**config.mk**
```make
export PLATFORM = sky130hd
export DESIGN_NAME = csr_cluster
export DESIGN_NICKNAME = d
export VERILOG_FILES = /design/src/verilog/secv_pkg.sv /design/src/verilog/csr_pkg.sv /design/src/verilog/csr_bus_if.sv /design/src/verilog/csr_dispatch.sv /design/src/verilog/csr_regs.sv /design/src/verilog/csr_return.sv /design/src/verilog/csr_cluster.sv
export SDC_FILE = /design/constraint.sdc
export NUM_CORES = 2
export LEC_CHECK = 0
export BUFFER_PORTS_ARGS = -buffer_cell sky130_fd_sc_hd__buf_2
export CELL_PAD_IN_SITES_DETAIL_PLACEMENT = 1
export CELL_PAD_IN_SITES_GLOBAL_PLACEMENT = 1
export CORE_ASPECT_RATIO = 1.75
export CORE_UTILIZATION = 34
export CTS_CLUSTER_DIAMETER = 40
export DETAILED_ROUTE_END_ITERATION = 8
export PLACE_DENSITY = 0.6
export SETUP_SLACK_MARGIN = 0.15
export SKIP_LAST_GASP = 1
export SLEW_MARGIN = 20
export SYNTH_ARGS = -nofsm -noshare
export SYNTH_HDL_FRONTEND = slang
export SYNTH_HIERARCHICAL = 1
export SYNTH_SLANG_ARGS = --single-unit
```
**constraint.sdc**
```tcl
create_clock -name clk_i -period 7.01 [get_ports clk_i]
set_input_delay 0.701 -clock clk_i [delete_from_list [all_inputs] [get_ports clk_i]]
set_output_delay 0.701 -clock clk_i [all_outputs]
set_load 0.02 [all_outputs]
```
**src/verilog/secv_pkg.sv**
```systemverilog
// Core-wide definitions
package secv_pkg;

    // Register width of the core
    localparam int XLEN = 32;

    // Operations of one CSR request
    typedef enum logic [2:0] {
        OP_READ      = 3'd0,
        OP_WRITE     = 3'd1,     // Write, answer is the old value
        OP_EXCEPTION = 3'd2,
        OP_INTERRUPT = 3'd3,
        OP_MRET      = 3'd4
    } csr_op_t;

    // Synchronous exception causes
    typedef enum logic [3:0] {
        EX_CAUSE_INSTR_MISALIGNED   = 4'd0,
        EX_CAUSE_ILLEGAL_INSTR      = 4'd2,
        EX_CAUSE_BREAKPOINT         = 4'd3,
        EX_CAUSE_LOAD_MISALIGNED    = 4'd4,
        EX_CAUSE_LOAD_ACCESS_FAULT  = 4'd5,
        EX_CAUSE_STORE_MISALIGNED   = 4'd6,
        EX_CAUSE_STORE_ACCESS_FAULT = 4'd7,
        EX_CAUSE_ECALL_M            = 4'd11
    } ex_cause_t;

    // Machine-level interrupt causes
    typedef enum logic [3:0] {
        INTR_CAUSE_SOFTWARE = 4'd3,
        INTR_CAUSE_TIMER    = 4'd7,
        INTR_CAUSE_EXTERNAL = 4'd11
    } intr_cause_t;

endpackage

```
**src/verilog/csr_pkg.sv**
```systemverilog
// Machine CSR definitions
package csr_pkg;

    import secv_pkg::*;

    typedef logic [11:0] csr_adr_t;

    // Machine trap setup
    localparam csr_adr_t CSR_ADR_MSTATUS   = 12'h300;
    localparam csr_adr_t CSR_ADR_MISA      = 12'h301;
    localparam csr_adr_t CSR_ADR_MIE       = 12'h304;
    localparam csr_adr_t CSR_ADR_MTVEC     = 12'h305;

    // Machine trap handling
    localparam csr_adr_t CSR_ADR_MSCRATCH  = 12'h340;
    localparam csr_adr_t CSR_ADR_MEPC      = 12'h341;
    localparam csr_adr_t CSR_ADR_MCAUSE    = 12'h342;
    localparam csr_adr_t CSR_ADR_MTVAL     = 12'h343;

    // Machine information, read only
    localparam csr_adr_t CSR_ADR_MVENDORID = 12'hF11;
    localparam csr_adr_t CSR_ADR_MARCHID   = 12'hF12;
    localparam csr_adr_t CSR_ADR_MIMPID    = 12'hF13;
    localparam csr_adr_t CSR_ADR_MHARTID   = 12'hF14;

    localparam logic [XLEN-1:0] MSTATUS_MASK = 32'h0000_0088;  // MIE and MPIE
    localparam logic [XLEN-1:0] MIE_MASK     = 32'h0000_0888;  // MSIE, MTIE, MEIE
    localparam logic [XLEN-1:0] MTVEC_MASK   = 32'hFFFF_FFFD;  // Mode bit 1 reserved

    localparam logic [XLEN-1:0] MVENDORID  = 32'h0000_0000;  // Non-commercial
    localparam logic [XLEN-1:0] MARCHID    = 32'h0000_5EC5;
    localparam logic [XLEN-1:0] MIMPID     = 32'h0000_0100;
    localparam logic [XLEN-1:0] MISA_VALUE = 32'h4000_0100;  // MXL 32, I extension

    localparam logic [1:0] MSTATUS_MPP_M = 2'b11;

    typedef struct packed {
        logic [18:0] rsvd_31_13;
        logic [1:0]  mpp;         // Previous privilege, machine only
        logic [2:0]  rsvd_10_8;
        logic        mpie;
        logic [2:0]  rsvd_6_4;
        logic        mie;
        logic [2:0]  rsvd_2_0;
    } mstatus_t;

    typedef struct packed {
        logic        intr;        // Set for interrupts
        logic [30:0] cause;
    } mcause_fields_t;

    // Raw word on CSR writes, flag plus cause on trap entry
    typedef union packed {
        logic [XLEN-1:0] raw;
        mcause_fields_t  fields;
    } mcause_u;

endpackage

```
**src/verilog/csr_bus_if.sv**
```systemverilog
// Dispatch to hart access bus
`timescale 1ns/1ps

interface csr_bus_if import secv_pkg::*, csr_pkg::*; ();

    logic            strb;    // One-cycle access strobe
    logic            phase;   // Answer cycle, same on every hart
    csr_op_t         op;
    csr_adr_t        adr;     // Low 4 bits give the trap cause
    logic [XLEN-1:0] wdat;
    logic [XLEN-1:0] arg;     // Trap PC
    logic [XLEN-1:0] tval;
    logic [XLEN-1:0] rdat;    // Answer from old state

    modport src (
        output strb, phase, op, adr, wdat, arg, tval
    );

    modport hart (
        input  strb, op, adr, wdat, arg, tval,
        output rdat
    );

    modport sink (
        input  strb, phase, rdat
    );

endinterface

```
**src/verilog/csr_dispatch.sv**
```systemverilog
// Request slave and hart dispatch
`timescale 1ns/1ps

module csr_dispatch import secv_pkg::*, csr_pkg::*; #(
    parameter  int HARTS  = 4,
    localparam int HART_W = $clog2(HARTS + 1)
) (
    input  logic              clk_i,
    input  logic              rst_i,
    input  logic              req_i,
    input  logic [HART_W-1:0] hart_i,
    input  csr_op_t           op_i,
    input  csr_adr_t          adr_i,
    input  logic [XLEN-1:0]   wdat_i,
    input  logic [XLEN-1:0]   arg_i,
    input  logic [XLEN-1:0]   tval_i,
    csr_bus_if.src            bus_o [HARTS]
);

    typedef enum logic [1:0] {
        ST_IDLE,
        ST_STRB,
        ST_WAIT
    } state_t;

    state_t            state_q;
    logic [HARTS-1:0]  strb_q;
    logic [HARTS-1:0]  sel_d;
    logic              phase_q;

    // Latched request
    logic [HART_W-1:0] hart_q;
    csr_op_t           op_q;
    csr_adr_t          adr_q;
    logic [XLEN-1:0]   wdat_q;
    logic [XLEN-1:0]   arg_q;
    logic [XLEN-1:0]   tval_q;

    // One-hot hart select, all zero when out of range
    always_comb begin : hart_decode
        for (int h = 0; h < HARTS; h++) begin
            sel_d[h] = (int'(hart_q) == h);
        end
    end

    always_ff @(posedge clk_i) begin : fsm
        if (rst_i) begin
            state_q <= ST_IDLE;
            strb_q  <= '0;
            phase_q <= 1'b0;
        end else begin
            strb_q  <= '0;                  // Strobe lasts one cycle
            phase_q <= 1'b0;
            case (state_q)
                ST_IDLE: if (req_i) state_q <= ST_STRB;
                ST_STRB: begin
                    strb_q  <= sel_d;
                    phase_q <= 1'b1;
                    state_q <= ST_WAIT;
                end
                ST_WAIT: if (!req_i) state_q <= ST_IDLE;  // Release with ack
                default: state_q <= ST_IDLE;
            endcase
        end
    end

    always_ff @(posedge clk_i) begin : req_latch
        if (state_q == ST_IDLE && req_i) begin
            hart_q <= hart_i;
            op_q   <= op_i;
            adr_q  <= adr_i;
            wdat_q <= wdat_i;
            arg_q  <= arg_i;
            tval_q <= tval_i;
        end
    end

    // Payload is shared, only the strobe is per hart
    for (genvar h = 0; h < HARTS; h++) begin : g_bus
        assign bus_o[h].strb  = strb_q[h];
        assign bus_o[h].phase = phase_q;
        assign bus_o[h].op    = op_q;
        assign bus_o[h].adr   = adr_q;
        assign bus_o[h].wdat  = wdat_q;
        assign bus_o[h].arg   = arg_q;
        assign bus_o[h].tval  = tval_q;
    end

endmodule

```
**src/verilog/csr_regs.sv**
```systemverilog
// Machine CSR file for one hart
`timescale 1ns/1ps

module csr_regs import secv_pkg::*, csr_pkg::*; #(
    parameter int HART_ID = 0
) (
    input  logic    clk_i,
    input  logic    rst_i,
    csr_bus_if.hart bus
);

    // Trap setup
    mstatus_t        mstatus_q;
    logic [XLEN-1:0] mie_q;
    logic [XLEN-1:0] mtvec_q;      // Bit 0 selects vectored mode

    // Trap handling
    logic [XLEN-1:0] mscratch_q;
    logic [XLEN-1:0] mepc_q;
    mcause_u         mcause_q;
    logic [XLEN-1:0] mtval_q;

    ex_cause_t       ex_cause;
    intr_cause_t     intr_cause;
    mcause_u         trap_cause;
    logic            tval_valid;
    logic [XLEN-1:0] mtvec_base;
    mstatus_t        mstatus_rd;
    logic [XLEN-1:0] csr_rd;

    // Cause travels in the address field on traps
    assign ex_cause   = ex_cause_t'(bus.adr[3:0]);
    assign intr_cause = intr_cause_t'(bus.adr[3:0]);
    assign mtvec_base = {mtvec_q[XLEN-1:2], 2'b00};

    always_comb begin : trap_cause_build
        trap_cause              = '0;
        trap_cause.fields.intr  = (bus.op == OP_INTERRUPT);
        trap_cause.fields.cause = 31'(bus.adr[3:0]);
    end

    // Faulting address only for load and store faults
    always_comb begin : tval_select
        tval_valid = 1'b0;
        if (bus.op == OP_EXCEPTION) begin
            case (ex_cause)
                EX_CAUSE_LOAD_MISALIGNED,
                EX_CAUSE_LOAD_ACCESS_FAULT,
                EX_CAUSE_STORE_MISALIGNED,
                EX_CAUSE_STORE_ACCESS_FAULT: tval_valid = 1'b1;
                default:                     tval_valid = 1'b0;
            endcase
        end
    end

    always_ff @(posedge clk_i) begin : reg_update
        if (rst_i) begin
            mstatus_q  <= '0;
            mie_q      <= '0;
            mtvec_q    <= '0;
            mscratch_q <= '0;
            mepc_q     <= '0;
            mcause_q   <= '0;
            mtval_q    <= '0;
        end else if (bus.strb) begin
            case (bus.op)
                OP_EXCEPTION, OP_INTERRUPT: begin
                    mepc_q         <= bus.arg;
                    mcause_q       <= trap_cause;
                    mtval_q        <= tval_valid ? bus.tval : '0;
                    mstatus_q.mpie <= mstatus_q.mie;
                    mstatus_q.mie  <= 1'b0;          // Handler runs with interrupts off
                end
                OP_MRET: begin
                    mstatus_q.mie  <= mstatus_q.mpie;
                    mstatus_q.mpie <= 1'b1;
                end
                OP_WRITE: begin
                    case (bus.adr)
                        CSR_ADR_MSTATUS:
                            mstatus_q <= mstatus_t'((mstatus_q & ~MSTATUS_MASK) |
                                                    (bus.wdat & MSTATUS_MASK));
                        CSR_ADR_MIE:      mie_q        <= bus.wdat & MIE_MASK;
                        CSR_ADR_MTVEC:    mtvec_q      <= bus.wdat & MTVEC_MASK;
                        CSR_ADR_MSCRATCH: mscratch_q   <= bus.wdat;
                        CSR_ADR_MEPC:     mepc_q       <= bus.wdat;
                        CSR_ADR_MCAUSE:   mcause_q.raw <= bus.wdat;
                        CSR_ADR_MTVAL:    mtval_q      <= bus.wdat;
                        default: ;                   // Read-only or unknown
                    endcase
                end
                default: ;
            endcase
        end
    end

    always_comb begin : mstatus_view
        mstatus_rd     = mstatus_q;
        mstatus_rd.mpp = MSTATUS_MPP_M;      // Machine mode only
    end

    always_comb begin : csr_read
        case (bus.adr)
            CSR_ADR_MSTATUS:   csr_rd = mstatus_rd;
            CSR_ADR_MISA:      csr_rd = MISA_VALUE;
            CSR_ADR_MIE:       csr_rd = mie_q;
            CSR_ADR_MTVEC:     csr_rd = mtvec_q;
            CSR_ADR_MSCRATCH:  csr_rd = mscratch_q;
            CSR_ADR_MEPC:      csr_rd = mepc_q;
            CSR_ADR_MCAUSE:    csr_rd = mcause_q.raw;
            CSR_ADR_MTVAL:     csr_rd = mtval_q;
            CSR_ADR_MVENDORID: csr_rd = MVENDORID;
            CSR_ADR_MARCHID:   csr_rd = MARCHID;
            CSR_ADR_MIMPID:    csr_rd = MIMPID;
            CSR_ADR_MHARTID:   csr_rd = XLEN'(HART_ID);
            default:           csr_rd = '0;
        endcase
    end

    // Answer always comes from the state before the update
    always_comb begin : answer_mux
        case (bus.op)
            OP_READ, OP_WRITE: bus.rdat = csr_rd;
            OP_EXCEPTION:      bus.rdat = mtvec_base;
            OP_INTERRUPT: begin
                if (mtvec_q[0])
                    bus.rdat = mtvec_base + (XLEN'(intr_cause) << 2);  // Vectored
                else
                    bus.rdat = mtvec_base;
            end
            OP_MRET:           bus.rdat = mepc_q;
            default:           bus.rdat = '0;
        endcase
    end

endmodule

```
**src/verilog/csr_return.sv**
```systemverilog
// Answer collection and ack
`timescale 1ns/1ps

module csr_return import secv_pkg::*; #(
    parameter int HARTS = 4
) (
    input  logic            clk_i,
    input  logic            rst_i,
    input  logic            req_i,
    csr_bus_if.sink         bus_i [HARTS],
    output logic            ack_o,
    output logic [XLEN-1:0] rdat_o
);

    logic [XLEN-1:0] hart_dat [HARTS];
    logic [XLEN-1:0] sel_dat;
    logic            phase;

    assign phase = bus_i[0].phase;   // Driven alike on all harts

    // Only the strobed hart contributes
    for (genvar h = 0; h < HARTS; h++) begin : g_gate
        assign hart_dat[h] = bus_i[h].strb ? bus_i[h].rdat : '0;
    end

    always_comb begin : or_reduce
        sel_dat = '0;
        for (int h = 0; h < HARTS; h++) begin
            sel_dat = sel_dat | hart_dat[h];
        end
    end

    // No hart strobed gives zero on an out-of-range request
    always_ff @(posedge clk_i) begin : ack_ctrl
        if (rst_i) begin
            ack_o  <= 1'b0;
            rdat_o <= '0;
        end else if (phase) begin
            ack_o  <= 1'b1;
            rdat_o <= sel_dat;
        end else if (!req_i) begin
            ack_o  <= 1'b0;
        end
    end

endmodule

```
**src/verilog/csr_cluster.sv**
```systemverilog
// Multi-hart machine CSR cluster
`timescale 1ns/1ps

module csr_cluster import secv_pkg::*, csr_pkg::*; #(
    parameter  int HARTS  = 4,
    localparam int HART_W = $clog2(HARTS + 1)
) (
    input  logic              clk_i,
    input  logic              rst_i,
    input  logic              req_i,
    input  logic [HART_W-1:0] hart_i,   // Values of HARTS and up are answered with zero
    input  csr_op_t           op_i,
    input  csr_adr_t          adr_i,
    input  logic [XLEN-1:0]   wdat_i,
    input  logic [XLEN-1:0]   arg_i,
    input  logic [XLEN-1:0]   tval_i,
    output logic              ack_o,
    output logic [XLEN-1:0]   rdat_o
);

    csr_bus_if bus [HARTS] ();

    csr_dispatch #(
        .HARTS (HARTS)
    ) csr_dispatch_inst (
        .clk_i  (clk_i),
        .rst_i  (rst_i),
        .req_i  (req_i),
        .hart_i (hart_i),
        .op_i   (op_i),
        .adr_i  (adr_i),
        .wdat_i (wdat_i),
        .arg_i  (arg_i),
        .tval_i (tval_i),
        .bus_o  (bus)
    );

    // One register file per hart
    for (genvar h = 0; h < HARTS; h++) begin : g_hart
        csr_regs #(
            .HART_ID (h)
        ) csr_regs_inst (
            .clk_i (clk_i),
            .rst_i (rst_i),
            .bus   (bus[h])
        );
    end

    csr_return #(
        .HARTS (HARTS)
    ) csr_return_inst (
        .clk_i  (clk_i),
        .rst_i  (rst_i),
        .req_i  (req_i),
        .bus_i  (bus),
        .ack_o  (ack_o),
        .rdat_o (rdat_o)
    );

endmodule

```
After elaboration in Yosys (flattened, before gate mapping)
Index checks and enable logic that the tools add are counted.
Storage, ports and cells
  bits in registers: 930
  input bits: 117
Operators by class
  add/subtract/negate cells: 4
  equal/unequal tests: 31
  muxes and demuxes: 43
  bitwise gates (word level): 8
  reduce and logical (&&, ||, !) cells: 43
Operator list (count)
  one-hot mux 32 bit (11 select lines): 3
  one-hot mux 32 bit (4 select lines): 4
  two-way mux 32 bit: 12
  one-hot mux 32 bit (10 select lines): 1
  one-hot mux 32 bit (2 select lines): 3
  adder 32 x 6 -> 32 bit: 4
  bitwise OR 32 x 8 -> 32 bit: 4
  equality test 12 x 10 -> 1 bit (second input constant): 8
  bitwise OR 32 bit: 3
  AND reduction 3 bit: 32
  equality test 12 bit (second input constant): 3
  two-way mux 8 bit: 4
  one-hot mux 1 bit (3 select lines): 8
  equality test 4 x 3 -> 1 bit (second input constant): 4
  != test 2 bit (second input constant): 6
  equality test 3 x 2 -> 1 bit (second input constant): 3
  equality test 3 bit (second input constant): 3
  zero test 3 bit: 2
  one-hot mux 2 bit (3 select lines): 1
  OR reduction 2 bit: 3
  two-way mux 1 bit: 5
  two-way mux 2 bit: 2
  OR reduction 4 bit: 1
  equality test 3 x 1 -> 1 bit (second input constant): 1
  other kinds (9): 9

Longest topological paths before layout
  word-level depth: 7
  gate-level depth with buffers: 12
  depth with buffers taken out: 10

Cells and area by module
Netlist, hierarchy kept.
Modules (own cells, without submodules)
  csr_regs (g_hart[1].csr_regs_inst): instances 1, cells an instance 1202, area each 9339.0 um^2
  csr_regs (g_hart[3].csr_regs_inst): instances 1, cells an instance 1195, area each 9228.9 um^2
  csr_regs (g_hart[0].csr_regs_inst): instances 1, cells an instance 1176, area each 8993.6 um^2
  csr_regs (g_hart[2].csr_regs_inst): instances 1, cells an instance 1177, area each 8978.6 um^2
  csr_dispatch: instances 1, cells an instance 470, area each 6174.7 um^2
  csr_return: instances 1, cells an instance 186, area each 1664.1 um^2

Worst setup path before layout
No wires, ideal clock.
  kind: input to register
  start point: input req_i
  end point: register csr_dispatch_inst.adr_q[0], in the netlist csr_dispatch_inst/bus_o[0].adr[0], enable pin
  setup time: 588 ps
  data arrival time: 5508 ps
  path slack: 914 ps
  stages: 2
  cell sequence: nand2b_1 > nor2_1
Between the ends
  longest elaborated chain between the ends: 1
Ends and longest elaborated chain
  from (decl): RTL line csr_cluster.sv:10  | input logic req_i,
  logical AND 1 bit: RTL line csr_dispatch.sv:68  | if (state_q == ST_IDLE && req_i) begin
  to (signal assigned): RTL line csr_dispatch.sv:71  | adr_q <= adr_i;
  to (decl): RTL line csr_dispatch.sv:34  | csr_adr_t adr_q;
Every way passes these cells.
A chain may end at the register's enable or synchronous reset.

Final worst setup path
  start point: register csr_dispatch_inst.adr_q[4], in the netlist csr_dispatch_inst/bus_o[0].adr[4]
  end point: register csr_return_inst.rdat_o[2]
Between the ends
  longest elaborated chain between the ends: 7
Ends and longest elaborated chain
  equality test 12 bit or equality test 12 x 10 -> 1 bit (tied branches): RTL line csr_regs.sv:103  | case (bus.adr)
  one-hot mux 32 bit (10 select lines) *: RTL line csr_regs.sv:103
  one-hot mux 32 bit (4 select lines) *: RTL line csr_regs.sv:122  | case (bus.op)
  net bus[0].rdat[2]: RTL line csr_bus_if.sv:13  | logic [XLEN-1:0] rdat;
  two-way mux 32 bit *: RTL line csr_return.sv:23  | assign hart_dat[h] = bus_i[h].strb ? bus_i[h].rdat : '0;
  bitwise OR 32 bit * (3 in series): RTL line csr_return.sv:29  | sel_dat = sel_dat | hart_dat[h];
  to (signal assigned): RTL line csr_return.sv:40  | rdat_o <= sel_dat;
  to (decl): RTL line csr_return.sv:12  | output logic [XLEN-1:0] rdat_o
Mark *: on every way through the listed nets, which the timed path passes. The rest lies on a longest branch.

==> results.txt <==
Post-Syn Nets: 5540
PD cells: 249 nW/um2
P_int: 8570 uW
Met2 Use GR: 61.9%
Multi-input gate area: 22700 um2
CTS H-Tree Depth: 3
I/O Pins: 150
Tcrit/Tclk final: 70.1%
Post-Route WL: 256000 um
Max Buffers Root-to-Sink: 3
Total negative slack: 0 ns
Final GP Congestion: 1.01
Skew final: 0.0339 ns
Sink Count: 810
Core Rows: 175
Mapped Area: 44400 um2
Finished Layout Cells: 6840
Ys Warns: 6
Worst-path clk slew: 0.06 ns
GRT met1 Usage: 40.9%
Critical Setup Path Class: reg -> reg
Clk Latency, worst-skew pair: 0.76 ns
Leak pwr: 0.0152 uW
Num CTS Buffers: 113
Slew headroom: 12.1%
Setup bufs post-CTS: 0
CP Capture Type: flip-flop
Antenna violation net count after detailed routing: 0
Root Driver: clkbuf_16
Max Cap Viol: 0
Cts hold-fix bufs: 0
Wire per inst: 37.4 um
Worst setup SP type: flip-flop
Most common cell after layout, fill and taps aside: nand2_1
Met3 usage: 7.52%
FILL cells: 15300
First-pass GRT wire length: 350000 um
Slew Viols, Final: 0
Vias per cell: 6.42
Fin util: 37.3%
Worst EP arrival: 5.56 ns
DIE AREA: 132000 um2
Syn Inst Count: 5403
Layout Nets: 5183
Reg area: 17400 um2
Final setup viols: 0
CTS tree: built
I/O Buffers: 149
Largest net degree at the start of global routing: 191
Vias in the first global route: 43700
Failing checks: design-rule violations
Layout cells sized above 1: 13.5%
Initial antenna violation count: 24
Final HPWL DP: 176000 um
DR iter-0 viols: 4402
Combinational Power Share: 7.3%
Outcome: finished with violations
Remaining Overflow, GRT: 0
HP Class: in -> reg
Worst Path Max Fanout: 12
Pin slew with the least headroom to its limit: 1.32 ns
Drt pass-1 iters: 8
Remaining DRCs: 18
RSZ-0062 raised after global routing: false
Die width: 275 um
Post-layout min period: 4.91 ns
Net switching power of the design: 3480 uW
Placed Instances: 6611
Fmax: 203 MHz
Sw frac: 28.9%
Reg power frac: 41.6%
Clock power frac: 51.1%
Post-CTS sizing: 0
Worst VDD drop: 0.000220 V
Initial Utilization: 34.2%
Core area: 130000 um2
Data required time at the worst endpoint: 7.66 ns
Via count: 43900
Area growth from synthesis to layout: 9.03%
Die height: 480 um
Hold Fails Final Rpt: 0
Busiest grt layer: met2
Syn avg cell area: 8.21 um2
GRT Resource Usage Total: 38.2%
Most frequent cells in the layout: 1058 x nand2_1, 691 x dfxtp_1, 565 x a21oi_1, 389 x nor2_1, 160 x a311oi_1
## cell type report
class / instances / area share (%)
sequential: 810 / 35.9
multi-input combinational: 3791 / 47.0
clock buffer: 130 / 6.28
antenna: 14 / 0.0724
timing repair buffer: 305 / 4.29
inverter: 25 / 0.194
tap: 1681 / 4.35
clock inverter: 84 / 1.93
## power by group through the flow
stage	Sequential (uW)	Combinational, uW	Clock, uW
detailed placement	5100	846	0
finish	5020	877	6150
floorplan	4950	561	0
global placement	5100	839	0
CTS	5000	848	6220
global route	5000	890	6380
## path summary, 6_finish.rpt
check                                              start                                     end  slack [ns]  cells after the start
setup / recovery       csr_dispatch_inst/bus_o[0].adr[4]               csr_return_inst/rdat_o[2]        2.10                      8
setup reg to reg       csr_dispatch_inst/bus_o[0].adr[4]               csr_return_inst/rdat_o[2]        2.10                      8
hold / removal                                 arg_i[24]      csr_dispatch_inst/bus_o[0].arg[24]        0.11                      1
hold reg to reg   g_hart[0].csr_regs_inst/mscratch_q[24]  g_hart[0].csr_regs_inst/mscratch_q[24]        0.45                      2
## critical path: stages (launching register included)
cell and delay (ns):
edfxtp_1 0.53, nor3_1 0.74, nand4_1 1.09, nor2_1 0.91, a22o_1 0.22, a2111oi_0 0.05
o21ai_0 0.78, a22oi_1 0.20, a311oi_1 0.27
## layer usage
metal | part of all wire (%) | wire [um] | vias up
li1 | - | - | 18600
met5 | 0.026 | 67 | -
met3 | 6.4 | 16500 | 788
met4 | 11 | 28600 | 12
met2 | 47 | 120000 | 2090
met1 | 35 | 90600 | 22400
## state kept, by name (all words and copies together), names as in the netlist
signal / cells
g_hart.csr_regs_inst/mstatus_q: 8
csr_dispatch_inst/hart_q: 3
g_hart.csr_regs_inst/mie_q: 12
csr_dispatch_inst/strb_q: 4
csr_dispatch_inst/bus_o.op: 3
csr_dispatch_inst/bus_o.adr: 12
csr_dispatch_inst/bus_o.phase: 1
g_hart.csr_regs_inst/mepc_q: 128
g_hart.csr_regs_inst/mtvec_q: 124
csr_dispatch_inst/bus_o.tval: 32
csr_dispatch_inst/bus_o.arg: 32
csr_dispatch_inst/bus_o.wdat: 32
g_hart.csr_regs_inst/mscratch_q: 128
csr_return_inst/ack_o: 1
csr_return_inst/rdat_o: 32
g_hart.csr_regs_inst/mcause_q: 128
csr_dispatch_inst/state_q: 2
g_hart.csr_regs_inst/mtval_q: 128
## metrics by stage
stage	setup slack [ns]	cell area, um2	power [uW]	hold slack, ns
detailed placement	2.43	44300	5950	0.444
global placement	1.69	44300	5940	0.434
finish	2.10	48400	12000	0.114
floorplan	0.914	44400	5510	0.429
CTS	2.39	48300	12100	0.0699
global route	2.17	48300	12300	0.108
No activity file was read; power rests on OpenSTA's default activity.
